**src/design/convPkg.sv**
```systemverilog
package convPkg;

    // Element and result widths
    localparam int ELEM_WIDTH = 16;
    localparam int ACC_WIDTH = 32;

    // Vector width equals the number of banks per region
    localparam int VEC_LANES = 4;
    localparam int LANE_IDX_WIDTH = $clog2(VEC_LANES);

    // Matrix storage, 16 by 16 at most
    localparam int MAX_ELEMS = 256;
    localparam int BANK_DEPTH = MAX_ELEMS / VEC_LANES;
    localparam int ELEM_ADDR_WIDTH = $clog2(MAX_ELEMS);
    localparam int BANK_ADDR_WIDTH = $clog2(BANK_DEPTH);
    localparam int DIM_WIDTH = 5;

    // One bus word carries one element per lane
    localparam int BUS_DATA_WIDTH = VEC_LANES * ELEM_WIDTH;

    typedef logic signed [ELEM_WIDTH-1:0] elemT;
    typedef logic signed [ACC_WIDTH-1:0] accT;
    typedef logic [BUS_DATA_WIDTH-1:0] laneVecT;

    typedef struct packed {
        logic [DIM_WIDTH-1:0] filtRows;
        logic [DIM_WIDTH-1:0] filtCols;
        logic [DIM_WIDTH-1:0] dataRows;
        logic [DIM_WIDTH-1:0] dataCols;
    } dimsT;

    typedef struct packed {
        logic [VEC_LANES-1:0]       wrEn;
        logic                       isFilt;
        logic [BANK_ADDR_WIDTH-1:0] rowAddr;
        laneVecT                    data;
    } busWriteT;

    // One read step, scanner to memory
    typedef struct packed {
        logic [ELEM_ADDR_WIDTH-1:0] dataAddr;
        logic [ELEM_ADDR_WIDTH-1:0] filtAddr;
        logic [VEC_LANES-1:0]       laneMask;
        logic                       last;
        logic                       valid;
    } readReqT;

    // Lane-aligned read result, memory to MAC
    typedef struct packed {
        laneVecT              dataLanes;
        laneVecT              filtLanes;
        logic [VEC_LANES-1:0] laneMask;
        logic                 last;
        logic                 valid;
    } laneDataT;

endpackage

```
**src/design/convMacUnit.sv**
```systemverilog
`timescale 1ns/1ps

module convMacUnit
    import convPkg::*;
(
    input  logic     clkIn,
    input  logic     rstIn,
    input  laneDataT laneData,
    output logic     macValid,
    output accT      macData
);

    accT accR;
    accT beatSum;

    // Sum of masked lane products, wraps at ACC_WIDTH
    always_comb begin
        beatSum = '0;
        for (int j = 0; j < VEC_LANES; j++) begin
            if (laneData.laneMask[j]) begin
                beatSum += accT'(elemT'(laneData.dataLanes[j*ELEM_WIDTH +: ELEM_WIDTH])) *
                           accT'(elemT'(laneData.filtLanes[j*ELEM_WIDTH +: ELEM_WIDTH]));
            end
        end
    end

    always_ff @(posedge clkIn) begin
        if (rstIn) begin
            accR <= '0;
            macValid <= 1'b0;
        end else begin
            macValid <= laneData.valid && laneData.last;
            if (laneData.valid) begin
                // Restart from zero after the window's last beat
                accR <= laneData.last ? '0 : accR + beatSum;
            end
        end
        if (laneData.valid && laneData.last) begin
            macData <= accR + beatSum;
        end
    end

endmodule

```
**config.mk**
```make
export PLATFORM = sky130hd
export DESIGN_NAME = convMacUnit
export DESIGN_NICKNAME = d
export VERILOG_FILES = /design/src/design/convPkg.sv /design/src/design/convMacUnit.sv
export SDC_FILE = /design/constraint.sdc
export NUM_CORES = 2
export LEC_CHECK = 0
export BUFFER_PORTS_ARGS = -buffer_cell sky130_fd_sc_hd__buf_2
export CAP_MARGIN = 20
export CORE_ASPECT_RATIO = 0.6
export CORE_MARGIN = 1
export CORE_UTILIZATION = 67
export DETAILED_ROUTE_END_ITERATION = 6
export MAX_ROUTING_LAYER = met4
export PLACE_DENSITY_LB_ADDON = 0.15
export SLEW_MARGIN = 20
export SYNTH_ARGS = -nofsm -noshare
export SYNTH_HDL_FRONTEND = slang
export SYNTH_SLANG_ARGS = --single-unit
```
**constraint.sdc**
```tcl
create_clock -name clkIn -period 23.1 [get_ports clkIn]
set_input_delay 2.31 -clock clkIn [delete_from_list [all_inputs] [get_ports clkIn]]
set_output_delay 2.31 -clock clkIn [all_outputs]
set_load 0.05 [all_outputs]
```
; ---- Yosys cells after proc, flatten, opt, wreduce, memory -nomap -nowiden
; Index checks and enable logic that the tools add are counted.
; Widths: inputs -> output; s select.
[word_totals]
ff_bits = 65
in_bits = 136
word_cells = 18
[op_classes]
add_sub_neg = 5
n_mul = 4
n_mux = 5
n_reduce_logical = 1
[op_table]
columns = op, n
row1 = $add 32x32->32, 5
row2 = $mux 32, 5
row3 = $mul 16x16->32, 4
row4 = $logic_and 1x1->1, 1

; ---- Longest topological paths before layout
[logic_depth]
depth_word = 10
depth_mapped = 85
mapped_depth_nobuf = 84

; ---- Worst setup path before layout
; OpenSTA, ideal clock, no wires.
[synth_timing]
path_kind = input to register
start = input port laneData[7] in the netlist's numbering
end = register accR[30]
arrival_ps = 20408
path_slack_ps = 2576
path_stages = 74
n_path_buf = 2
cell_sequence = clkbuf_1 -> nand2_1 -> fa_1 -> fa_1 -> fa_1 -> fa_1 -> inv_1 -> fa_1 -> inv_1 -> fa_1 -> inv_1 -> ha_1 -> o21a_1 -> a21oi_1 -> o21bai_1 -> a21oi_1 -> xnor2_1 -> and2_1 -> [38 not listed] -> inv_1 -> ha_1 -> clkbuf_1 -> nand4_1 -> a21oi_1 -> a21boi_1 -> o31ai_1 -> nand2b_1 -> xnor2_1 -> nor2_1 -> a211o_1 -> ha_1 -> a21o_1 -> a221o_1 -> o41ai_1 -> o21ai_1 -> xor2_1 -> a31o_2
[synth_between]
elab_chain_cells = 10
[synth_lines]
columns = element, line_no
row1 = "start, declared", convMacUnit.sv:8  ; input laneDataT laneData,
row2 = $mul 16x16->32 *, convMacUnit.sv:21  ; beatSum += accT'(elemT'(laneData.dataLanes[j*ELEM_WIDTH +: ELEM_WIDTH])) *
row3 = $mux 32 *, convMacUnit.sv:20  ; if (laneData.laneMask[j]) begin
row4 = $add 32x32->32, convMacUnit.sv:21
row5 = $mux 32 *, convMacUnit.sv:20
row6 = $add 32x32->32, convMacUnit.sv:21
row7 = $mux 32 *, convMacUnit.sv:20
row8 = $add 32x32->32, convMacUnit.sv:21
row9 = $mux 32 *, convMacUnit.sv:20
row10 = $add 32x32->32 *, convMacUnit.sv:35  ; accR <= laneData.last ? '0 : accR + beatSum;
row11 = $mux 32 *, convMacUnit.sv:35
row12 = "end signal, assigned", convMacUnit.sv:35
row13 = "end, declared", convMacUnit.sv:13  ; accT accR;
; Every way passes the cells marked *; elsewhere a longest branch is shown, timed or not.
; A chain may end at the register's enable or synchronous reset.

; ---- Worst setup path in the final report
[layout_timing]
start = input port laneData[76] in the netlist's numbering
end = register accR[31]
; Same word-level chain as after synthesis.

==> flow_summary.toml <==
[global_route]
antenna_found_initial = 2
globalRouteTotalUtil_pct = 37.8
grt_overflow_total = 0
grt_max_degree = 40
grt_pass1_vias = 35300
grt_pass1_wl_um = 197000

[final_layout]
num-fill-cells = 5376
drive_gt1_share_pct = 5.80
area_delta_synth_final_pct = 4.38
fin_cells = 5979
num-nets-final = 6743

[logic_synthesis]
syn_inst = 5016
synth_xor_xnor_area_share_pct = 3.35
syn-num-nets = 6699
ys_async_sr_fraction_pct = 0
synth_edf_count = 32
syn_area_per_cell_um2 = 9.24
synth_ff_type = "dfxtp_1"
yosysMostFrequentCell = "inv_1"
synth_cell_types = 71
muxShareOfSynthArea_pct = 1.20
synth_simple_gate_area_share_pct = 14.3
ys_top_cells_by_count = "1214 x inv_1, 1139 x fa_1, 617 x nand2_1, 426 x and2_1, 408 x ha_1"
ys_ff_latch = 65
synthAdderAreaFrac_pct = 60.2
synth_compound_area_share_pct = 6.28
synth_top_family_by_area = "adder cells"
synth-seq-area-share_pct = 3.50
synth_top_area_share_pct = 49.2
ys_warn_count = 0
yosysTopAreaCell = "fa_1"
synthTopCellsByArea = "fa_1 49%, ha_1 11%, inv_1 9.8%, and2_1 5.8%, nand2_1 5.0%"
syn_area_um2 = 46300

[critical_path]
endpoint_kind = "register"
critPathRequiredTime_ns = 23.35
arrival_ns = 22.57
critPathMaxFanout = 13
critPathSlowestCell = "fa_1"
worst_path_most_repeated_cell = "fa_1"
path_class = "primary input to register"
max_stage_delay_ns = 0.54
worst_setup_path_start_kind = "primary input"

[route]
post_drt_via_cell_ratio = 5.67
first_pass_iters = 5
drc_errors = 0
routed_wl_um = 121000
antenna_left = 0
first_iter_violations = 2830
via_count = 33900
wl_per_cell_um = 20.2

[status]
status = "finished clean"

[clock_tree]
cts_sinks = 65
root_buffer = "clkbuf_16"
path_clk_slew_ns = 0.06
cts_tree = "done"
clock_latency_ns = 0.35
htreeDepth = 3
clockBufferDepth = 2
postCtsHoldBufs = 0
cts_buffers = 9

[timing]
hold_viol_final = 0
drv_slew = 0
period_share_pct = 96.6
worst_pin_slew_ns = 1.22
setup_viol = 0
timing.fmax_mhz = 44.8
finalClockSkew_ns = 0.0147
min_period_ns = 22.32
relSlewSlack_pct = 17.6

[placed_design]
dp.final_hpwl_um = 105000
io_buffer_count = 168
place.gp.congestion = 1.02
dp_cells = 5958

[die]
die_w_um = 341
row_count = 74
ios = 169
die_h_um = 206
core_area_um2 = 68200
initial_utilization_pct = 67.9
die_area_um2 = 70200

[run]
drv_cap = 0

[hold_path]
hp-class = "register to register"
==> flip-flops by register name, indices dropped and copies added, names as in the netlist <==
register / count
accR: 32
macData: 32
macValid: 1
==> worst max-delay path, delay by kind of cell <==
| kind | cells | cell delay (ns) |
|---|---|---|
| AND/OR/NAND/NOR | 9 | 1.67 |
| AO/OA/AOI/OAI | 23 | 4.83 |
| buffers and inverters | 12 | 0.88 |
| multiplexers | 1 | 0.35 |
| adder cells (fa/ha/maj) | 26 | 11.73 |
| XOR/XNOR | 3 | 0.81 |
==> cell families after synthesis <==
group / Yosys count
buffers and inverters: 1377
flip-flops: 65
adder cells (fa/ha/maj): 1547
XOR/XNOR: 174
AND/OR/NAND/NOR: 1355
multiplexers: 50
AO/OA/AOI/OAI: 448
==> final timing paths <==
kind,startpoint,end,slack [ns],depth (start not counted)
hold reg to reg,accR[24],accR[24],0.48,2
setup / recovery,laneData[76],accR[31],0.78,74
hold / removal,accR[24],accR[24],0.48,2
setup reg to reg,accR[0],accR[30],19.06,15
==> metal layers <==
layer  global-route usage (%)  wire length [µm]
met1                     56.9             54800
met2                     50.4             48500
met3                     12.0             15200
met4                     6.34              2170
met5                        -                 0
==> layout make-up <==
cell class              count  area, µm²  area share [%]
well taps                 912       1140            2.36
repair buffers            193       1040            2.14
clock inverters             1       7.51          0.0155
diodes                      2       5.00          0.0103
flip-flops and latches     65       1620            3.35
clock buffers              15        289           0.598
inverters                1217       4570            9.45
multi-input cells        3574      39700            82.1
==> repair_timing <==
| item | 4_1_cts | 5_1_grt |
|---|---|---|
| resized for setup | 1 | 32 |
| buffers inserted | 0 | 3 |
| endpoints found under the setup margin | 7 | 12 |
| pin swaps | 0 | 3 |
==> layout by cell type (no fill, tap or decap), types with 31 or more instances in the layout <==
| cell type | Yosys | final |
|---|---|---|
| ha_1 | 408 | 408 |
| a21o_1 | 59 | 59 |
| nor2_1 | 121 | 120 |
| xor2_1 | 41 | 40 |
| xnor2_1 | 131 | 129 |
| o21a_1 | 31 | 31 |
| dfxtp_1 | 33 | 33 |
| mux2_2 | 45 | 45 |
| nor2b_1 | 38 | 37 |
| o21ai_0 | 61 | 59 |
| inv_1 | 1214 | 1214 |
| nand2_1 | 617 | 617 |
| and2_1 | 426 | 425 |
| buf_2 | 0 | 165 |
| nand2b_1 | 64 | 64 |
| a21oi_1 | 151 | 146 |
| edfxtp_1 | 32 | 32 |
| fa_1 | 1139 | 1139 |
==> metrics by stage <==
stage	utilization [%]	hold WS [ns]	setup slack [ns]	instance area [µm²]	setup TNS, ns
5_1_grt	70.9	0.498	-0.00651	48400	-0.00651
4_1_cts	70.6	0.484	0.0399	48200	0
3_3_place_gp	70.2	0.465	-0.402	47900	-2.37
2_1_floorplan	-	0.450	2.58	46300	0
6_report	70.9	0.485	0.776	48400	0
3_5_place_dp	70.2	0.475	-0.595	47900	-3.74
Power is left out: the tool's default activity adds up to more than one toggle a clock period on the data nets, which glitch-free logic cannot reach.
