`config.mk`:
```
export PLATFORM = sky130hd
export DESIGN_NAME = convOutFifo
export DESIGN_NICKNAME = d
export VERILOG_FILES = /design/src/design/convPkg.sv /design/src/design/convOutFifo.sv
export SDC_FILE = /design/constraint.sdc
export NUM_CORES = 1
export LEC_CHECK = 0
export BUFFER_PORTS_ARGS = -buffer_cell sky130_fd_sc_hd__buf_2
export CAP_MARGIN = 20
export CORE_MARGIN = 5
export CORE_UTILIZATION = 29
export DETAILED_ROUTE_END_ITERATION = 6
export GPL_TIMING_DRIVEN = 1
export PLACE_DENSITY = 0.54
export SYNTH_ARGS = -nofsm -noshare
export SYNTH_HDL_FRONTEND = slang
export SYNTH_SLANG_ARGS = --single-unit
```
`constraint.sdc`:
```
create_clock -name clkIn -period 6.6 [get_ports clkIn]
set_input_delay 0.33 -clock clkIn [delete_from_list [all_inputs] [get_ports clkIn]]
set_output_delay 0.33 -clock clkIn [all_outputs]
set_load 0.02 [all_outputs]
```
`src/design/convPkg.sv`:
```
package convPkg;

    // Element and result widths
    localparam int ELEM_WIDTH = 16;
    localparam int ACC_WIDTH = 32;

    // Vector width equals the number of banks per region
    localparam int VEC_LANES = 4;
    localparam int LANE_IDX_WIDTH = $clog2(VEC_LANES);

    // Matrix storage, 16 by 16 at most
    localparam int MAX_ELEMS = 256;
    localparam int BANK_DEPTH = MAX_ELEMS / VEC_LANES;
    localparam int ELEM_ADDR_WIDTH = $clog2(MAX_ELEMS);
    localparam int BANK_ADDR_WIDTH = $clog2(BANK_DEPTH);
    localparam int DIM_WIDTH = 5;

    // One bus word carries one element per lane
    localparam int BUS_DATA_WIDTH = VEC_LANES * ELEM_WIDTH;

    typedef logic signed [ELEM_WIDTH-1:0] elemT;
    typedef logic signed [ACC_WIDTH-1:0] accT;
    typedef logic [BUS_DATA_WIDTH-1:0] laneVecT;

    typedef struct packed {
        logic [DIM_WIDTH-1:0] filtRows;
        logic [DIM_WIDTH-1:0] filtCols;
        logic [DIM_WIDTH-1:0] dataRows;
        logic [DIM_WIDTH-1:0] dataCols;
    } dimsT;

    typedef struct packed {
        logic [VEC_LANES-1:0]       wrEn;
        logic                       isFilt;
        logic [BANK_ADDR_WIDTH-1:0] rowAddr;
        laneVecT                    data;
    } busWriteT;

    // One read step, scanner to memory
    typedef struct packed {
        logic [ELEM_ADDR_WIDTH-1:0] dataAddr;
        logic [ELEM_ADDR_WIDTH-1:0] filtAddr;
        logic [VEC_LANES-1:0]       laneMask;
        logic                       last;
        logic                       valid;
    } readReqT;

    // Lane-aligned read result, memory to MAC
    typedef struct packed {
        laneVecT              dataLanes;
        laneVecT              filtLanes;
        logic [VEC_LANES-1:0] laneMask;
        logic                 last;
        logic                 valid;
    } laneDataT;

endpackage

```
`src/design/convOutFifo.sv`:
```
`timescale 1ns/1ps

module convOutFifo
    import convPkg::*;
#(
    parameter int FIFO_DEPTH = 32,
    parameter int FIFO_SKID = 8
) (
    input  logic clkIn,
    input  logic rstIn,
    input  logic wrValid,
    input  accT  wrData,
    input  logic inFlight,
    input  logic readyIn,
    output logic stall,
    output logic validOut,
    output accT  dataOut
);

    localparam int PTR_WIDTH = $clog2(FIFO_DEPTH);
    localparam int CNT_WIDTH = $clog2(FIFO_DEPTH + 1);
    localparam logic [CNT_WIDTH-1:0] STALL_LEVEL = CNT_WIDTH'(FIFO_DEPTH - FIFO_SKID);

    accT                  mem [FIFO_DEPTH];
    logic [PTR_WIDTH-1:0] wrPtr;
    logic [PTR_WIDTH-1:0] rdPtr;
    logic [CNT_WIDTH-1:0] count;
    logic [CNT_WIDTH-1:0] level;
    logic                 outLoad;
    logic                 bypass;
    logic                 push;
    logic                 pop;

    function automatic logic [PTR_WIDTH-1:0] nextPtr(input logic [PTR_WIDTH-1:0] ptr);
        return (ptr == PTR_WIDTH'(FIFO_DEPTH - 1)) ? '0 : ptr + 1'b1;
    endfunction

    // Output register is free or being drained this cycle
    assign outLoad = !validOut || readyIn;
    // Empty buffer hands a new result straight to the output
    assign bypass = outLoad && (count == '0) && wrValid;
    assign pop = outLoad && (count != '0);
    assign push = wrValid && !bypass;

    // Occupancy plus results still on their way
    assign level = count + CNT_WIDTH'(wrValid) + CNT_WIDTH'(inFlight);

    always_ff @(posedge clkIn) begin
        if (rstIn) begin
            wrPtr <= '0;
            rdPtr <= '0;
            count <= '0;
            validOut <= 1'b0;
            stall <= 1'b0;
        end else begin
            if (push) begin
                wrPtr <= nextPtr(wrPtr);
            end
            if (pop) begin
                rdPtr <= nextPtr(rdPtr);
            end
            count <= count + CNT_WIDTH'(push) - CNT_WIDTH'(pop);
            if (outLoad) begin
                validOut <= pop || bypass;
            end
            stall <= (level >= STALL_LEVEL);
        end
    end

    always_ff @(posedge clkIn) begin
        if (push) begin
            mem[wrPtr] <= wrData;
        end
        if (pop) begin
            dataOut <= mem[rdPtr];
        end else if (bypass) begin
            dataOut <= wrData;
        end
    end

endmodule

```
Word level (Yosys, flattened, before mapping)
Memories as Yosys holds them, arrays and structs flattened. A register that Yosys moved wholly into a read port is not among the register bits.
Index checks and enable logic that the tools add are counted.
{"block": "totals", "register_bits": 50, "ramBits": 1024, "input_bits": 37, "out_inout_bits": 34, "elab_cells": 35, "mem_count": 1}
{"name": "mem", "words": 32, "word_bits": 32, "rd": 1, "rd_ports_with_merged_regs": 1, "write_ports": 1, "line": "convOutFifo.sv:24", "source": "accT mem [FIFO_DEPTH];"}
{"block": "classes", "n_addsub": 6, "n_lt_le_gt_ge": 1, "eq_ne": 2, "muxes": 8, "n_reduce_logical": 11}
{"op": "$mux 32", "n": 2}
{"op": "$mux 5", "n": 4}
{"op": "$add 6x1->6", "n": 3}
{"op": "$add 5x1->5 const B", "n": 2}
{"op": "$eq 5x5->1 const B", "n": 2}
{"op": "$ge 6x5->1 const B", "n": 1}
{"op": "$logic_not 6->1", "n": 1}
{"op": "$reduce_bool 6->1", "n": 1}
{"op": "$sub 6x1->6", "n": 1}
{"op": "$logic_and 1x1->1", "n": 4}
{"op": "$logic_not 1->1", "n": 2}
{"op": "$logic_or 1x1->1", "n": 2}
{"op": "$mux 1", "n": 2}
{"op": "$reduce_bool 2->1", "n": 1}

Longest topological paths before layout
{"block": "logic_depth", "word_depth": 8, "ltp_mapped": 14, "ltp_nobuf": 14}

Worst setup path after synthesis
OpenSTA, ideal clock, no wires.
{"block": "synth_timing", "kind": "reg2reg", "from": "register count[3]", "to": "memory mem[29][0] (netlist bit), enable pin", "setup_time_ps": 421, "arrival_ps": 2577, "required_time_ps": 6179, "slack_ps": 3602, "path_stages_with_launch": 7, "path_buffers": 0, "cell_sequence": "dfxtp_1 -> inv_1 -> ha_1 -> nand4bb_1 -> o21a_1 -> nand2_1 -> nor2_1"}
{"block": "synth_between", "elab_chain_cells": 7}
{"element": "from (decl)", "line": "convOutFifo.sv:27", "source": "logic [CNT_WIDTH-1:0] count;"}
{"element": "from (signal assigned)", "line": "convOutFifo.sv:62", "source": "count <= count + CNT_WIDTH'(push) - CNT_WIDTH'(pop);"}
{"element": "$logic_not 6->1", "line": "convOutFifo.sv:41", "source": "assign bypass = outLoad && (count == '0) && wrValid;"}
{"element": "$logic_and 1x1->1 (2 in a row)", "line": "convOutFifo.sv:41"}
{"element": "$logic_not 1->1", "line": "convOutFifo.sv:43", "source": "assign push = wrValid && !bypass;"}
{"element": "$logic_and 1x1->1", "line": "convOutFifo.sv:43"}
{"element": "$mux 1", "line": "convOutFifo.sv:71", "source": "if (push) begin"}
{"element": "$mux 1 (not written as such)", "line": "convOutFifo.sv:72", "source": "mem[wrPtr] <= wrData;"}
{"element": "to (decl)", "line": "convOutFifo.sv:24"}
No other way between the ends.

==> results.md <==
CTS:
- Clock tree synthesis selected as its root buffer the cell clkbuf_16.
- The clock tree from TritonCTS is done.
- The number of setup buffers added after CTS is 0.
- The clock-pin slew reported for the worst setup and hold paths after clock tree synthesis is 0.06 ns.
- Buffers inserted during clock tree synthesis total 113.
- The maximum buffer depth of the clock tree is 3.
- The later pin in the worst-skew pair is clocked with a latency of 0.71 ns.
- The number of clock sinks is 1079.
- The H-tree was split into 3 levels.

Synthesis:
- The dominant combinational cell family by area after synthesis is multiplexers.
- The most frequently used flop master after synthesis is edfxtp_1.
- The number of enable-type register cells in the synthesized netlist is 1056.
- Of the total synthesized cell area, the portion taken by full adders, half adders and majority gates is 0.656%.
- The post-synthesis sequential element count is 1079.
- When the netlist entered floorplanning its net count stood at 2364.
- Of the total synthesized cell area, the portion taken by XOR and XNOR cells is 0.124%.
- The cell count after synthesis came out at 2306.
- After synthesis, the share of flip-flops with an asynchronous set or reset is 0%.
- Yosys printed 0 warnings.
- The synthesized-area fraction occupied by ao, oa, aoi and oai cells is 7.70%.
- The share of the Yosys chip area taken by registers is 76.0%.
- The average size of a mapped cell is 18.4 µm².
- The synthesized area is 0.0423 mm².
- After Yosys synthesis, and, or, nand and nor cells account for 1.33% of the synthesized area.
- The netlist uses 45 different library cells.
- Measured against the total synthesized area, the mux share comes to 12.1%.

Setup path:
- The endpoint of the worst setup timing path is dataOut[2].
- The end of the worst register-to-register path is dataOut[2].
- Measured in cells, the most critical reg-to-reg path has a length of 7.
- STA classifies the critical path startpoint as a flop.
- Along the worst path, the maximum fanout reaches 116.
- The combined buffer and inverter count along the critical path is 2.
- The gate family responsible for the most delay along the worst path is buffers and inverters.
- In this run the register-to-register setup slack is 3.01 ns.
- The instance count on the critical path is 7.
- The worst setup path is captured at a flop.
- STA puts the critical path data arrival time at 4.10 ns.
- The worst setup path category is flop to flop.
- For the worst setup path, the data required time is 7.11 ns.
- The stage delay of the slowest cell on the critical path is 0.76 ns.
- Walking the worst path, the cells encountered are buf_12 -> buf_4 -> mux2i_1 -> a22o_1 -> a221oi_1 -> o22ai_1 -> o41ai_2.
- The largest individual stage delay along the critical path comes from the cell dfxtp_4.

GRT:
- The largest net degree at the start of global routing is 117.
- The global route total overflow is 0.
- The via count of the first global-routing pass is 22000.
- The total track usage is 14.1%.
- The wire length of the first global-routing pass is 160 mm.
- The number of antenna violations at the first check in global routing was 3.

Timing:
- The post-layout minimum cycle time is 3.59 ns.
- The final critical path takes up 54.3% of the cycle.
- For the final database, setup skew stands at 0.0362 ns.
- The count of endpoints failing setup in the final report is 0.
- The count of endpoints failing hold in the final timing report is 0.
- The fmax is 279 MHz.
- The normalized max-slew margin is 25.5%.
- Setup repair after global routing left no endpoint under its margin.
- At the pin with the least slew margin, the transition time is 1.12 ns.
- The final total negative setup slack is 0 ns.
- The count of pins over their slew limit is 0.

Floorplan:
- The floorplan step set the die height to 392 µm.
- The die outline width is 392 µm.
- The placeable core region is 0.145 mm².
- The initial utilization of the core area, before any placement, comes to 29.1%.
- The row count is 140.
- The die footprint is 0.154 mm².
- The number of placed I/O pins is 71.

Pwr:
- The net switching power of the design is 5.12 mW.
- The internal portion of the total power is 12.6 mW.
- The power density of the placed cells is 365 mW/mm².
- The leakage power summed over all cells is 15.4 nW.
- IR analysis of the VDD net gives a maximum drop of 0.220 mV.
- The share of power burned in the clock network is 33.4%.
- Net switching is 28.9% of the power.
- The part of the total power dissipated in sequential elements is 45.0%.
- The share of total power dissipated in combinational logic is 21.6%.

Job:
- The tool flagged a number of max-cap violations equal to 0.

Placement:
- The detailed placement HPWL is 61.5 mm.
- In this run the tool buffered the top-level ports with 70 buffer cells.
- The final weighted congestion of routability-driven global placement is 0.732.
- In this run, placement finished with an instance count of 4216.
- The placed instances occupy a cell area of 0.0452 mm².

Route:
- The number of detailed-routing iterations run before antenna repair is 7.
- Dividing the detail-routed wire length by the instance count gives 25.1 µm.
- After detailed routing, the number of vias per cell comes to 4.92.
- The detailed router finished its first iteration with 1762 violations.
- The DRC violation count after routing is 8.
- The total number of vias is 21700.
- The total wirelength of the detailed-routed design is 111 mm.
- In this run the remaining antenna-violating nets after routing total 0.

Cells and area:
- The number of nets in the layout is 2474.
- The fraction of layout cells with a size suffix above 1 is 14.4%.
- The area growth from synthesis to final layout is 14.8%.
- Leaving out filler cells and counting taps, the final layout contains 4416.
- Summing all non-filler instances in the final layout gives an area of 0.0486 mm².

Hold path:
- The type of the tightest min-delay check is input pin to flop.
- The hold path depth is 2.

Run status:
- The flow ran to the end, but the final reports show violations.
- The checks that failed: design-rule violations.
-- cells by family after synthesis --
kind of cell | count (synthesis)
buffers and inverters | 153
AO/OA/AOI/OAI | 408
XOR/XNOR | 6
AND/OR/NAND/NOR | 126
multiplexers | 513
adder cells (fa/ha/maj) | 21
flip-flops | 1079
-- how the worst min path moves through the flow --
stage                         start        end  slack, ns
final                         rstIn   wrPtr[0]       0.05
after global routing          rstIn   count[0]       0.01
after CTS                     rstIn   wrPtr[0]     0.0005
after detailed placement   rdPtr[4]   rdPtr[4]       0.48
after global placement     rdPtr[4]   rdPtr[4]       0.47
after floorplan           wrData[0]  mem[0][0]       0.43
-- synth_stat cells (all sizes together), types with 3 or more instances --
| cell | instances | area [µm²] |
|---|---|---|
| edfxtp | 1056 | 31700 |
| mux2i | 512 | 5120 |
| a22oi | 128 | 961 |
| a21oi | 79 | 395 |
| clkbuf | 79 | 338 |
| a221oi | 64 | 567 |
| a22o | 64 | 561 |
| buf | 59 | 468 |
| nand2 | 50 | 188 |
| nor2 | 46 | 173 |
| o22ai | 32 | 200 |
| o41ai | 32 | 521 |
| dfxtp | 23 | 460 |
| ha | 19 | 238 |
| inv | 15 | 56.3 |
| nor2b | 7 | 43.8 |
| xnor2 | 5 | 43.8 |
| o21ai | 4 | 20.0 |
| nand2b | 3 | 18.8 |
| nand3 | 3 | 15.0 |
| nand3b | 3 | 22.5 |
-- registers in the layout, summed over array words and instances (netlist names), named ones only --
signal and cells:
count 6, dataOut 32, mem 1024, rdPtr 5, stall 1, validOut 1, wrPtr 5
-- power by group through the flow --
| stage | clock, mW | combinational [mW] | sequential [mW] |
|---|---|---|---|
| CTS | 6.04 | 3.90 | 8.01 |
| global route | 6.32 | 4.10 | 8.01 |
| floorplan | 0 | 2.66 | 8.16 |
| global placement | 0 | 3.88 | 8.15 |
| detailed placement | 0 | 3.89 | 8.15 |
| finish | 5.92 | 3.83 | 7.98 |
-- placed cells by master (no fill, tap or decap), drive strengths merged, types with 23 or more instances in the layout --
master	instances
nor2	46
clkinv	53
a22oi	128
a21oi	79
mux2i	512
o22ai	32
dfxtp	23
nand2	50
a221oi	64
clkbuf	137
edfxtp	1056
buf	131
o41ai	32
a22o	64
-- routing by layer --
metal	track usage, %	wire length (µm)	part of all wire (%)
met5	0	14	0.013
met4	3.06	2110	1.9
met3	2.04	4540	4.1
met2	23.9	54600	49
met1	19.4	49700	45
-- through the flow --
stage	total power [mW]	hold slack [ns]	utilization, %	setup slack, ns
global placement	12.0	0.475	31.0	3.05
finish	17.7	0.0506	33.4	3.01
detailed placement	12.0	0.479	31.1	3.01
floorplan	10.8	0.429	-	3.60
CTS	17.9	0.000455	33.4	3.02
global route	18.4	0.0123	33.4	2.84
-- what timing repair did --
item                       4_1_cts  5_1_grt
hold buffers                     2        0
gates resized for setup          0        0
setup endpoints to repair        0        0
hold endpoints to repair         1        0
-- layout make-up --
| class | count | area (µm²) |
|---|---|---|
| Clock buffer | 137 | 2940 |
| Antenna cell | 1 | 2.50 |
| Sequential cell | 1079 | 32200 |
| Timing Repair Buffer | 133 | 983 |
| Fill cell | 13800 | 96800 |
| Inverter | 15 | 56.3 |
| Multi-Input combinational cell | 1074 | 9580 |
| Tap cell | 1917 | 2400 |
| Clock inverter | 60 | 467 |
Power figures use the tool's default switching activity.
