==> config.mk <==
export PLATFORM = sky130hd
export DESIGN_NAME = convWindowScan
export DESIGN_NICKNAME = d
export VERILOG_FILES = /design/src/design/convPkg.sv /design/src/design/convWindowScan.sv
export SDC_FILE = /design/constraint.sdc
export NUM_CORES = 1
export LEC_CHECK = 0
export CAP_MARGIN = 20
export CORE_MARGIN = 2
export CORE_UTILIZATION = 60
export DETAILED_ROUTE_END_ITERATION = 6
export DONT_BUFFER_PORTS = 1
export GPL_TIMING_DRIVEN = 0
export PLACE_DENSITY = 0.76
export SLEW_MARGIN = 20
export SYNTH_ARGS = -nofsm -noshare
export SYNTH_HDL_FRONTEND = slang
export SYNTH_SLANG_ARGS = --single-unit
==> constraint.sdc <==
create_clock -name clkIn -period 8 [get_ports clkIn]
set_clock_uncertainty 0.05 [all_clocks]
set_input_delay 0.8 -clock clkIn [delete_from_list [all_inputs] [get_ports clkIn]]
set_output_delay 0.8 -clock clkIn [all_outputs]
set_load 0.02 [all_outputs]
==> src/design/convPkg.sv <==
package convPkg;

    // Element and result widths
    localparam int ELEM_WIDTH = 16;
    localparam int ACC_WIDTH = 32;

    // Vector width equals the number of banks per region
    localparam int VEC_LANES = 4;
    localparam int LANE_IDX_WIDTH = $clog2(VEC_LANES);

    // Matrix storage, 16 by 16 at most
    localparam int MAX_ELEMS = 256;
    localparam int BANK_DEPTH = MAX_ELEMS / VEC_LANES;
    localparam int ELEM_ADDR_WIDTH = $clog2(MAX_ELEMS);
    localparam int BANK_ADDR_WIDTH = $clog2(BANK_DEPTH);
    localparam int DIM_WIDTH = 5;

    // One bus word carries one element per lane
    localparam int BUS_DATA_WIDTH = VEC_LANES * ELEM_WIDTH;

    typedef logic signed [ELEM_WIDTH-1:0] elemT;
    typedef logic signed [ACC_WIDTH-1:0] accT;
    typedef logic [BUS_DATA_WIDTH-1:0] laneVecT;

    typedef struct packed {
        logic [DIM_WIDTH-1:0] filtRows;
        logic [DIM_WIDTH-1:0] filtCols;
        logic [DIM_WIDTH-1:0] dataRows;
        logic [DIM_WIDTH-1:0] dataCols;
    } dimsT;

    typedef struct packed {
        logic [VEC_LANES-1:0]       wrEn;
        logic                       isFilt;
        logic [BANK_ADDR_WIDTH-1:0] rowAddr;
        laneVecT                    data;
    } busWriteT;

    // One read step, scanner to memory
    typedef struct packed {
        logic [ELEM_ADDR_WIDTH-1:0] dataAddr;
        logic [ELEM_ADDR_WIDTH-1:0] filtAddr;
        logic [VEC_LANES-1:0]       laneMask;
        logic                       last;
        logic                       valid;
    } readReqT;

    // Lane-aligned read result, memory to MAC
    typedef struct packed {
        laneVecT              dataLanes;
        laneVecT              filtLanes;
        logic [VEC_LANES-1:0] laneMask;
        logic                 last;
        logic                 valid;
    } laneDataT;

endpackage

==> src/design/convWindowScan.sv <==
`timescale 1ns/1ps

module convWindowScan
    import convPkg::*;
(
    input  logic    clkIn,
    input  logic    rstIn,
    input  logic    startIn,
    input  dimsT    dims,
    input  logic    stall,
    output readReqT readReq
);

    // Run state and geometry latched at start
    logic                 running;
    logic [DIM_WIDTH-1:0] filtColsR;
    logic [DIM_WIDTH-1:0] dataColsR;
    logic [DIM_WIDTH-1:0] vecMaxR;
    logic [DIM_WIDTH-1:0] filtRowMaxR;
    logic [DIM_WIDTH-1:0] dataColMaxR;
    logic [DIM_WIDTH-1:0] dataRowMaxR;
    logic [VEC_LANES-1:0] tailMaskR;

    // Window counters, innermost first
    logic [DIM_WIDTH-1:0] vecCnt;
    logic [DIM_WIDTH-1:0] filtRowCnt;
    logic [DIM_WIDTH-1:0] dataColCnt;
    logic [DIM_WIDTH-1:0] dataRowCnt;

    logic [DIM_WIDTH-1:0]       filtVecs;
    logic [VEC_LANES-1:0]       tailMask;
    logic                       lastVec;
    logic                       lastFiltRow;
    logic                       lastDataCol;
    logic                       lastDataRow;
    logic [ELEM_ADDR_WIDTH-1:0] vecOffset;
    logic [ELEM_ADDR_WIDTH-1:0] dataRowAddr;
    logic [ELEM_ADDR_WIDTH-1:0] filtRowAddr;

    // Vectors per filter row, rounded up
    assign filtVecs = (dims.filtCols + DIM_WIDTH'(VEC_LANES - 1)) >> LANE_IDX_WIDTH;

    // Lanes still inside the row on its final vector
    always_comb begin
        for (int j = 0; j < VEC_LANES; j++) begin
            tailMask[j] = (dims.filtCols[LANE_IDX_WIDTH-1:0] == '0) ||
                          (LANE_IDX_WIDTH'(j) < dims.filtCols[LANE_IDX_WIDTH-1:0]);
        end
    end

    assign lastVec = (vecCnt == vecMaxR);
    assign lastFiltRow = (filtRowCnt == filtRowMaxR);
    assign lastDataCol = (dataColCnt == dataColMaxR);
    assign lastDataRow = (dataRowCnt == dataRowMaxR);

    // Flat start addresses of the current step
    always_comb begin
        vecOffset = ELEM_ADDR_WIDTH'(vecCnt) << LANE_IDX_WIDTH;
        dataRowAddr = (ELEM_ADDR_WIDTH'(dataRowCnt) + ELEM_ADDR_WIDTH'(filtRowCnt)) *
                      ELEM_ADDR_WIDTH'(dataColsR);
        filtRowAddr = ELEM_ADDR_WIDTH'(filtRowCnt) * ELEM_ADDR_WIDTH'(filtColsR);

        readReq.dataAddr = dataRowAddr + ELEM_ADDR_WIDTH'(dataColCnt) + vecOffset;
        readReq.filtAddr = filtRowAddr + vecOffset;
        readReq.laneMask = lastVec ? tailMaskR : '1;
        readReq.last = lastVec && lastFiltRow;
        readReq.valid = running && !stall;
    end

    always_ff @(posedge clkIn) begin
        if (rstIn) begin
            running <= 1'b0;
            filtColsR <= '0;
            dataColsR <= '0;
            vecMaxR <= '0;
            filtRowMaxR <= '0;
            dataColMaxR <= '0;
            dataRowMaxR <= '0;
            tailMaskR <= '0;
            vecCnt <= '0;
            filtRowCnt <= '0;
            dataColCnt <= '0;
            dataRowCnt <= '0;
        end else if (!running) begin
            if (startIn) begin
                running <= 1'b1;
                filtColsR <= dims.filtCols;
                dataColsR <= dims.dataCols;
                vecMaxR <= filtVecs - 1'b1;
                filtRowMaxR <= dims.filtRows - 1'b1;
                dataColMaxR <= dims.dataCols - dims.filtCols;
                dataRowMaxR <= dims.dataRows - dims.filtRows;
                tailMaskR <= tailMask;
            end
        end else if (!stall) begin
            if (!lastVec) begin
                vecCnt <= vecCnt + 1'b1;
            end else begin
                vecCnt <= '0;
                if (!lastFiltRow) begin
                    filtRowCnt <= filtRowCnt + 1'b1;
                end else begin
                    filtRowCnt <= '0;
                    if (!lastDataCol) begin
                        dataColCnt <= dataColCnt + 1'b1;
                    end else begin
                        dataColCnt <= '0;
                        if (!lastDataRow) begin
                            dataRowCnt <= dataRowCnt + 1'b1;
                        end else begin
                            // Final step of the final window
                            dataRowCnt <= '0;
                            running <= 1'b0;
                        end
                    end
                end
            end
        end
    end

endmodule

# Word-level counts from Yosys, hierarchy flattened
# Cells that the tools add are included.
# totals
latch_bits	0
regBits	55
rom_bits	0
ram_bits	0
n_memories	0
# classes
n_addsub	13
eq_ne	4
n_bitwise	2
n_lt_le_gt_ge	4
muxes	12
n_reduce_logical	13
shifts	0
n_div	0
n_mul	2
# op_table
cell	count
$add 5x1->5 const B	4
$eq 5x5->1	4
$mux 5	4
$add 8x7->8	2
$sub 5x5->5	2
$add 8x5->8	1
$mul 5x5->8	1
$mul 6x5->8	1
$mux 1	7
$add 5x5->6	1
$add 5x2->5 const B	1
$reduce_and 5->1	1
$sub 5x1->5 const B	1
$logic_or 1x1->1	4
$lt 1x2->1 const A	2
$lt 2x2->1 const A	2
$mux 4	1
$reduce_and 2->1	2
$reduce_and 4->1	1
$sub 3x1->4 const B	1
$reduce_and 3->1	1
$logic_and 1x1->1	2
$logic_not 2->1	1
$not 1->1	2
$logic_not 1->1	1

# Depth between registers and ports, before layout
# Gate-level depths: netlist of run 1.
# depth
ltp_word	7
depth_mapped	19

# Least setup slack after synthesis of run 1
# No wires, ideal clock.
# synth_timing
kind	flip-flop to output port
startpoint	register filtRowCnt[1]
endpoint	output port readReq[21] (netlist bit)
path_stages_with_launch	20
slack_ns	1.984
arrival_time_ns	5.166
path_cell_list	dfxtp_1 > clkbuf_1 > inv_1 > fa_1 > nand2b_1 > o2bb2ai_1 > xnor2_1 > nand2_1 > fa_1 > fa_1 > inv_1 > fa_1 > inv_1 > fa_1 > inv_1 > fa_1 > a21o_1 > a21oi_1 > xnor2_1 > xnor3_1
# synth_lines
item	line_no	text
start: declaration	convWindowScan.sv:26	logic [DIM_WIDTH-1:0] filtRowCnt;
start signal: assignment	convWindowScan.sv:101	filtRowCnt <= filtRowCnt + 1'b1;
end: declaration	convWindowScan.sv:11	output readReqT readReq

==> results.md, run 1 <==
* Ant. Diodes at 0
* Drt pass-1 iters at 4
* WP data arrival at 5.94 ns
* Post-synth top area cell: dfxtp_1
* Die width at 91.5 um
* CTS Root Cell: clkbuf_8
* Post-synth cell types at 40
* CORE AREA at 0.00733 mm^2
* Fmax at 147 MHz
* Sequential area share after synthesis at 23.5%
* Die area at 0.00838 mm^2
* Synth cell count leaders: inv_1, nand2_1, dfxtp_1
* WS Path Type: reg2out
* CTS tree: built
* Nets at 652
* Design Power at 0.606 mW
* CTS Buf Count at 5
* Status: finished, final reports clean
* Pwr/cell area at 125 mW/mm^2
* Hold_buf cts at 0
* Area Overhead vs Synth at 5.09%
* Clk sinks at 54
* Total nets after synthesis at 645
* Actual slew at the worst max-slew pin at 0.712 ns
* Cells after synthesis at 541
* CTS clock-pin slew for the worst setup and hold paths at 0.10 ns
* Routed len/inst at 15.0 um
* Dpl hpwl at 7960 um
* CP max FO at 9
* Postcts setup bufs at 0
* Final slew viol count at 0
* Drt via density at 5.52
* Crit path launch type: register
* Pin count of the biggest net entering global routing at 17
* Synth Flop Type: dfxtp_1
* Critical path required time at 7.15 ns
* H-tree depth at 2
* Initial antenna violation count at 0
* Warnings from Yosys at 0
* Placed Area at 0.00472 mm^2
* Initial Util at 62.7%
* Final worst path period need at 6.79 ns
* Remaining DRCs at 0
* CP Capture Type: output port
* I/O pins at 46
* Rel. slew slack at 52.2%
* Syn avg cell area at 8.50 um^2
* Finished layout cell area at 0.00483 mm^2
* Die Y at 91.5 um
* Share of cells above drive strength 1 at 2.19%
* First-pass GRT wire length at 16800 um
* Total wire length at 9710 um
* Gp weighted congestion at 0.858
* Vias post-DR at 3574
* FFs w/ async S/R, synth at 0%
* Number of synthesized register bits at 54
* Worst-case vdd ir drop at 0.110 mV
* Pleak at 2.17 nW
* GRT Overall Usage at 24.8%
* MaxCap Viol Count at 0
* Hold/Removal Path Class: reg2reg
* Total gr overflow at 0
* Mapped Area at 0.00460 mm^2
* Area contributors post-synth: dfxtp_1, fa_1, ha_1
* Post-CTS Resized at 0
* Worst skew pair latency at 0.31 ns
* Final setup viols at 0
* RSZ-0062 raised after global routing: no
* Count leader, synth: inv_1
* Maximum clock path buffer count at 2
* Initial drt markers at 155
* IO Port Bufs at 0
* Post-synth EDFFs at 0
* Final hold violation count at 0
* Post-route ant nets at 0
* Rows at 31
* Number of global-route vias before repair at 3632
* Util after Layout at 65.9%
* Fin Setup TNS at 0 ns
* Yosys top cell area share at 23.5%
* Crit share post-route at 84.9%
[per-stage QoR]
| stage | hold slack (ns) | std cells | setup slack [ns] |
|---|---|---|---|
| final | 0.417 | 648 | 1.21 |
| after global routing | 0.432 | 648 | 0.927 |
| after CTS | 0.414 | 648 | 1.16 |
| after detailed placement | 0.401 | 640 | 1.50 |
| after global placement | 0.392 | 640 | 1.52 |
| after floorplan | 0.381 | 541 | 1.98 |
[power breakdown]
| part | leakage [nW] | switching (mW) | internal, mW |
|---|---|---|---|
| Sequential | 0.442 | 0.0149 | 0.283 |
| Combinational | 1.68 | 0.0801 | 0.0435 |
| Clock | 0.0514 | 0.0911 | 0.0935 |
[final timing paths]
kind                                     from            end  slack [ns]  cells past startpoint
worst max-delay path            filtRowCnt[1]    readReq[21]        1.21                     19
worst min-delay path             tailMaskR[3]   tailMaskR[3]        0.42                      2
worst max register to register        running  dataRowCnt[4]        5.58                      7
worst min register to register   tailMaskR[3]   tailMaskR[3]        0.42                      2
[worst max-delay path, stage by stage, from the launching register on]
cell	delay, ns
dfxtp_1	0.37
clkbuf_1	0.35
inv_1	0.12
fa_1	0.46
nand2b_1	0.16
o2bb2ai_1	0.17
xnor2_1	0.24
nand2_1	0.10
fa_1	0.46
fa_1	0.49
inv_1	0.06
fa_1	0.53
inv_1	0.05
fa_1	0.47
inv_1	0.06
fa_1	0.46
a21o_1	0.20
a21oi_1	0.19
xnor2_1	0.14
xnor3_1	0.52
[sequential cells by signal, indices dropped and copies added, names as in the netlist, 5 cells and up]
name	cells
dataRowMaxR	5
filtRowCnt	5
dataRowCnt	5
dataColMaxR	5
dataColsR	5
vecCnt	5
filtColsR	5
filtRowMaxR	5
dataColCnt	5
[logic make-up after synthesis]
family          after synthesis  synth area share [%]
fa+ha+maj                    80                  27.6
xor+xnor                     53                  10.4
compound gates               85                  11.2
simple gates                182                  19.8
flops                        54                  23.5
buf+inv                      85                  6.99
mux                           2                 0.435
[routing by layer]
| layer | GRT usage (%) | routed length [um] |
|---|---|---|
| met4 | 6.06 | 141 |
| met1 | 33.4 | 4440 |
| met2 | 41.7 | 4650 |
| met5 | 0 | 0 |
| met3 | 3.98 | 475 |
[cells in the final DEF, fill, tap and decap left out, types with 11 or more instances in the layout]
cell      instances
a21oi_1          40
inv_1            66
nor3_1           18
a211oi_1         12
fa_1             36
nand2b_1         11
ha_1             44
clkbuf_1         18
o21ai_0          14
nor2_1           28
xor2_1           19
and2_1           20
xnor2_1          33
nand2_1          64
dfxtp_1          54
[final cells by class]
cell class,instances,area (um^2)
clock buffer,6,72.6
buffer,19,73.8
tap,99,124
sequential,54,1080
fill,592,2500
inverter,66,248
multi-input combinational,402,3200
clock inverter,2,37.5
Power figures use the tool's default switching activity.
==> run 2: changes to the inputs <==
clock period = 6.5 ns   (was 8 ns; I/O delays follow)
==> run 2 against run 1 <==
  * Sequential share of layout area barely moved
  * Combinational power rose by 23%
  * Non-clock buffer count rose by 1
  * Sequential power rose by 23%
  * Count of clock-buffer cells in the layout did not move
  * Clock power rose by 23%
  * Global-route usage barely moved
  * Final cell count rose by 0.15%
  * Power rose by 23%
  * Critical endpoint unchanged
  * Largest cell class unchanged
==> results.md, run 2 (synthesized netlist as in run 1, its figures left out) <==
* Die Y at 91.5 um (unchanged)
* Gp weighted congestion at 0.858 (unchanged)
* Share of cells above drive strength 1 at 2.91% (+0.72 points)
* Dpl hpwl at 7960 um (unchanged)
* Final slew viol count at 0 (unchanged)
* WS Path Type: reg2out
* MaxCap Viol Count at 0 (unchanged)
* CP max stage cell: fa_1
* Actual slew at the worst max-slew pin at 0.701 ns (-0.0108 ns)
* CP Capture Type: output port
* Total gr overflow at 0 (unchanged)
* CORE AREA at 0.00733 mm^2 (unchanged)
* Routed len/inst at 15.1 um (+0.95%)
* Number of cells in the design after placement at 640 (unchanged)
* Maximum clock path buffer count at 2 (unchanged)
* Total wire length at 9820 um (+1.1%)
* Clk sinks at 54 (unchanged)
* CTS Buf Count at 5 (unchanged)
* Rel. slew slack at 52.9% (+0.73 points)
* Placed Area at 0.00472 mm^2 (unchanged)
* Status: finished, final reports clean
* Worst-case vdd ir drop at 0.135 mV (+23%)
* CTS tree: built
* CTS Root Cell: clkbuf_8
* Final worst path period need at 6.25 ns
* Crit share post-route at 96.1%
* Nets at 653 (+0.15%)
* Die area at 0.00838 mm^2 (unchanged)
* Crit path launch type: register
* Critical path required time at 5.80 ns (-1.35 ns)
* Rows at 31 (unchanged)
* Fmax at 160 MHz
* Fin Setup TNS at 0 ns (unchanged)
* Worst skew pair latency at 0.31 ns (about the same)
* CP max FO at 9 (unchanged)
* Commonest non-fill, non-tap cell in the layout: inv_1
* Slowest stage delay, CP at 0.53 ns (about the same)
* Vias post-DR at 3601 (+0.76%)
* Design Power at 0.748 mW (+23%)
* Pleak at 2.18 nW (+0.43%)
* Place WS at 0.152 ns (-1.35 ns)
* Hold_buf cts at 0 (unchanged)
* Die width at 91.5 um (unchanged)
* Fill cells at 592 (unchanged)
* H-tree depth at 2 (unchanged)
* Util after Layout at 66.1% (+0.19 points)
* Finished layout cell area at 0.00485 mm^2 (+0.28%)
* Ant. Diodes at 0 (unchanged)
* RSZ-0062 raised after global routing: no
* Hold/Removal Path Class: in2reg
* Number of global-route vias before repair at 3630 (-0.055%)
* Initial drt markers at 144 (-7.1%)
* I/O pins at 46 (unchanged)
* Area Overhead vs Synth at 5.39%
* Worst setup margin at 0.252 ns (-0.956 ns)
* WP data arrival at 5.55 ns (-0.39 ns)
* Remaining DRCs at 0 (unchanged)
* Pin count of the biggest net entering global routing at 17 (unchanged)
* FF+latch area at 0.00108 mm^2 (+0.12%)
* Initial antenna violation count at 0 (unchanged)
* GRT Overall Usage at 24.8% (about the same)
* Drt pass-1 iters at 5 (+1)
* First-pass GRT wire length at 16800 um (about the same)
* Initial Util at 62.7% (unchanged)
* Final hold violation count at 0 (unchanged)
* Multi-input gate area at 0.00320 mm^2 (about the same)
* CTS clock-pin slew for the worst setup and hold paths at 0.10 ns (about the same)
* IO Port Bufs at 0 (unchanged)
* Final Non-Filler Cells at 649 (+0.15%)
* Worst-path cell chain: clkbuf_4, inv_1, fa_1, nand2b_1, o2bb2ai_1, xnor2_1, nand2_1, fa_1, fa_1, inv_1, fa_1, inv_1, fa_1, inv_1, fa_1, a21o_1, a21oi_1, xnor2_1, xnor3_2
* Most frequent cells in the layout: inv_1, nand2_1, dfxtp_1
* Drt via density at 5.55 (+0.60%)
* Pwr/cell area at 154 mW/mm^2 (+23%)
* Post-route ant nets at 0 (unchanged)
* Final setup viols at 0 (unchanged)
* Worst path most repeated cell: fa_1
* Hold slack final at 0.364 ns (-0.0533 ns)
==> run 2: cell type report <==
type / instances / share of cell area [%]
Clock buffer: 6 / 1.50
Sequential cell: 54 / 22.3
Tap cell: 99 / 2.56
Buffer: 19 / 1.60
Multi-Input combinational cell: 402 / 66.0
Inverter: 66 / 5.11
Timing Repair Buffer: 1 / 0.155
Clock inverter: 2 / 0.775
==> run 2: power by group <==
group          leakage, nW  switching, mW  internal, mW
Combinational         1.69         0.0997        0.0536
Clock               0.0514          0.113         0.115
Sequential           0.442         0.0183         0.348
Total                 2.18          0.231         0.517
==> run 2: critical path: cells and delay by family, from the launching register on <==
| kind | cells | cell delay [ns] |
|---|---|---|
| XOR/XNOR | 3 | 0.73 |
| adder cells (fa/ha/maj) | 6 | 2.86 |
| AO/OA/AOI/OAI | 3 | 0.56 |
| AND/OR/NAND/NOR | 2 | 0.26 |
| flip-flops | 1 | 0.37 |
| buffers and inverters | 5 | 0.45 |
==> run 2: metal layers <==
layer | vias to the layer above | global-route usage (%) | wire length, um
met1 | 1704 | 33.3 | 4530
met3 | 16 | 3.98 | 460
met5 | - | 0 | 0
met2 | 90 | 41.7 | 4690
met4 | 0 | 6.06 | 141
li1 | 1791 | - | -
==> run 2: path summary, 6_finish.rpt <==
path / slack (ns) / start / to / cells past startpoint
max: 0.25 / filtRowCnt[1] / readReq[21] / 19
min: 0.36 / dims[15] / filtRowMaxR[0] / 1
max reg2reg: 4.08 / running / dataRowCnt[4] / 7
min reg2reg: 0.42 / tailMaskR[3] / tailMaskR[3] / 2
==> run 2: timing repair <==
| action | CTS | global route |
|---|---|---|
| setup endpoints to repair | 1 | 1 |
| resized for setup | 3 | 1 |
| buffers inserted | 0 | 1 |
| pin swaps | 1 | 2 |
| cloned | 0 | 0 |
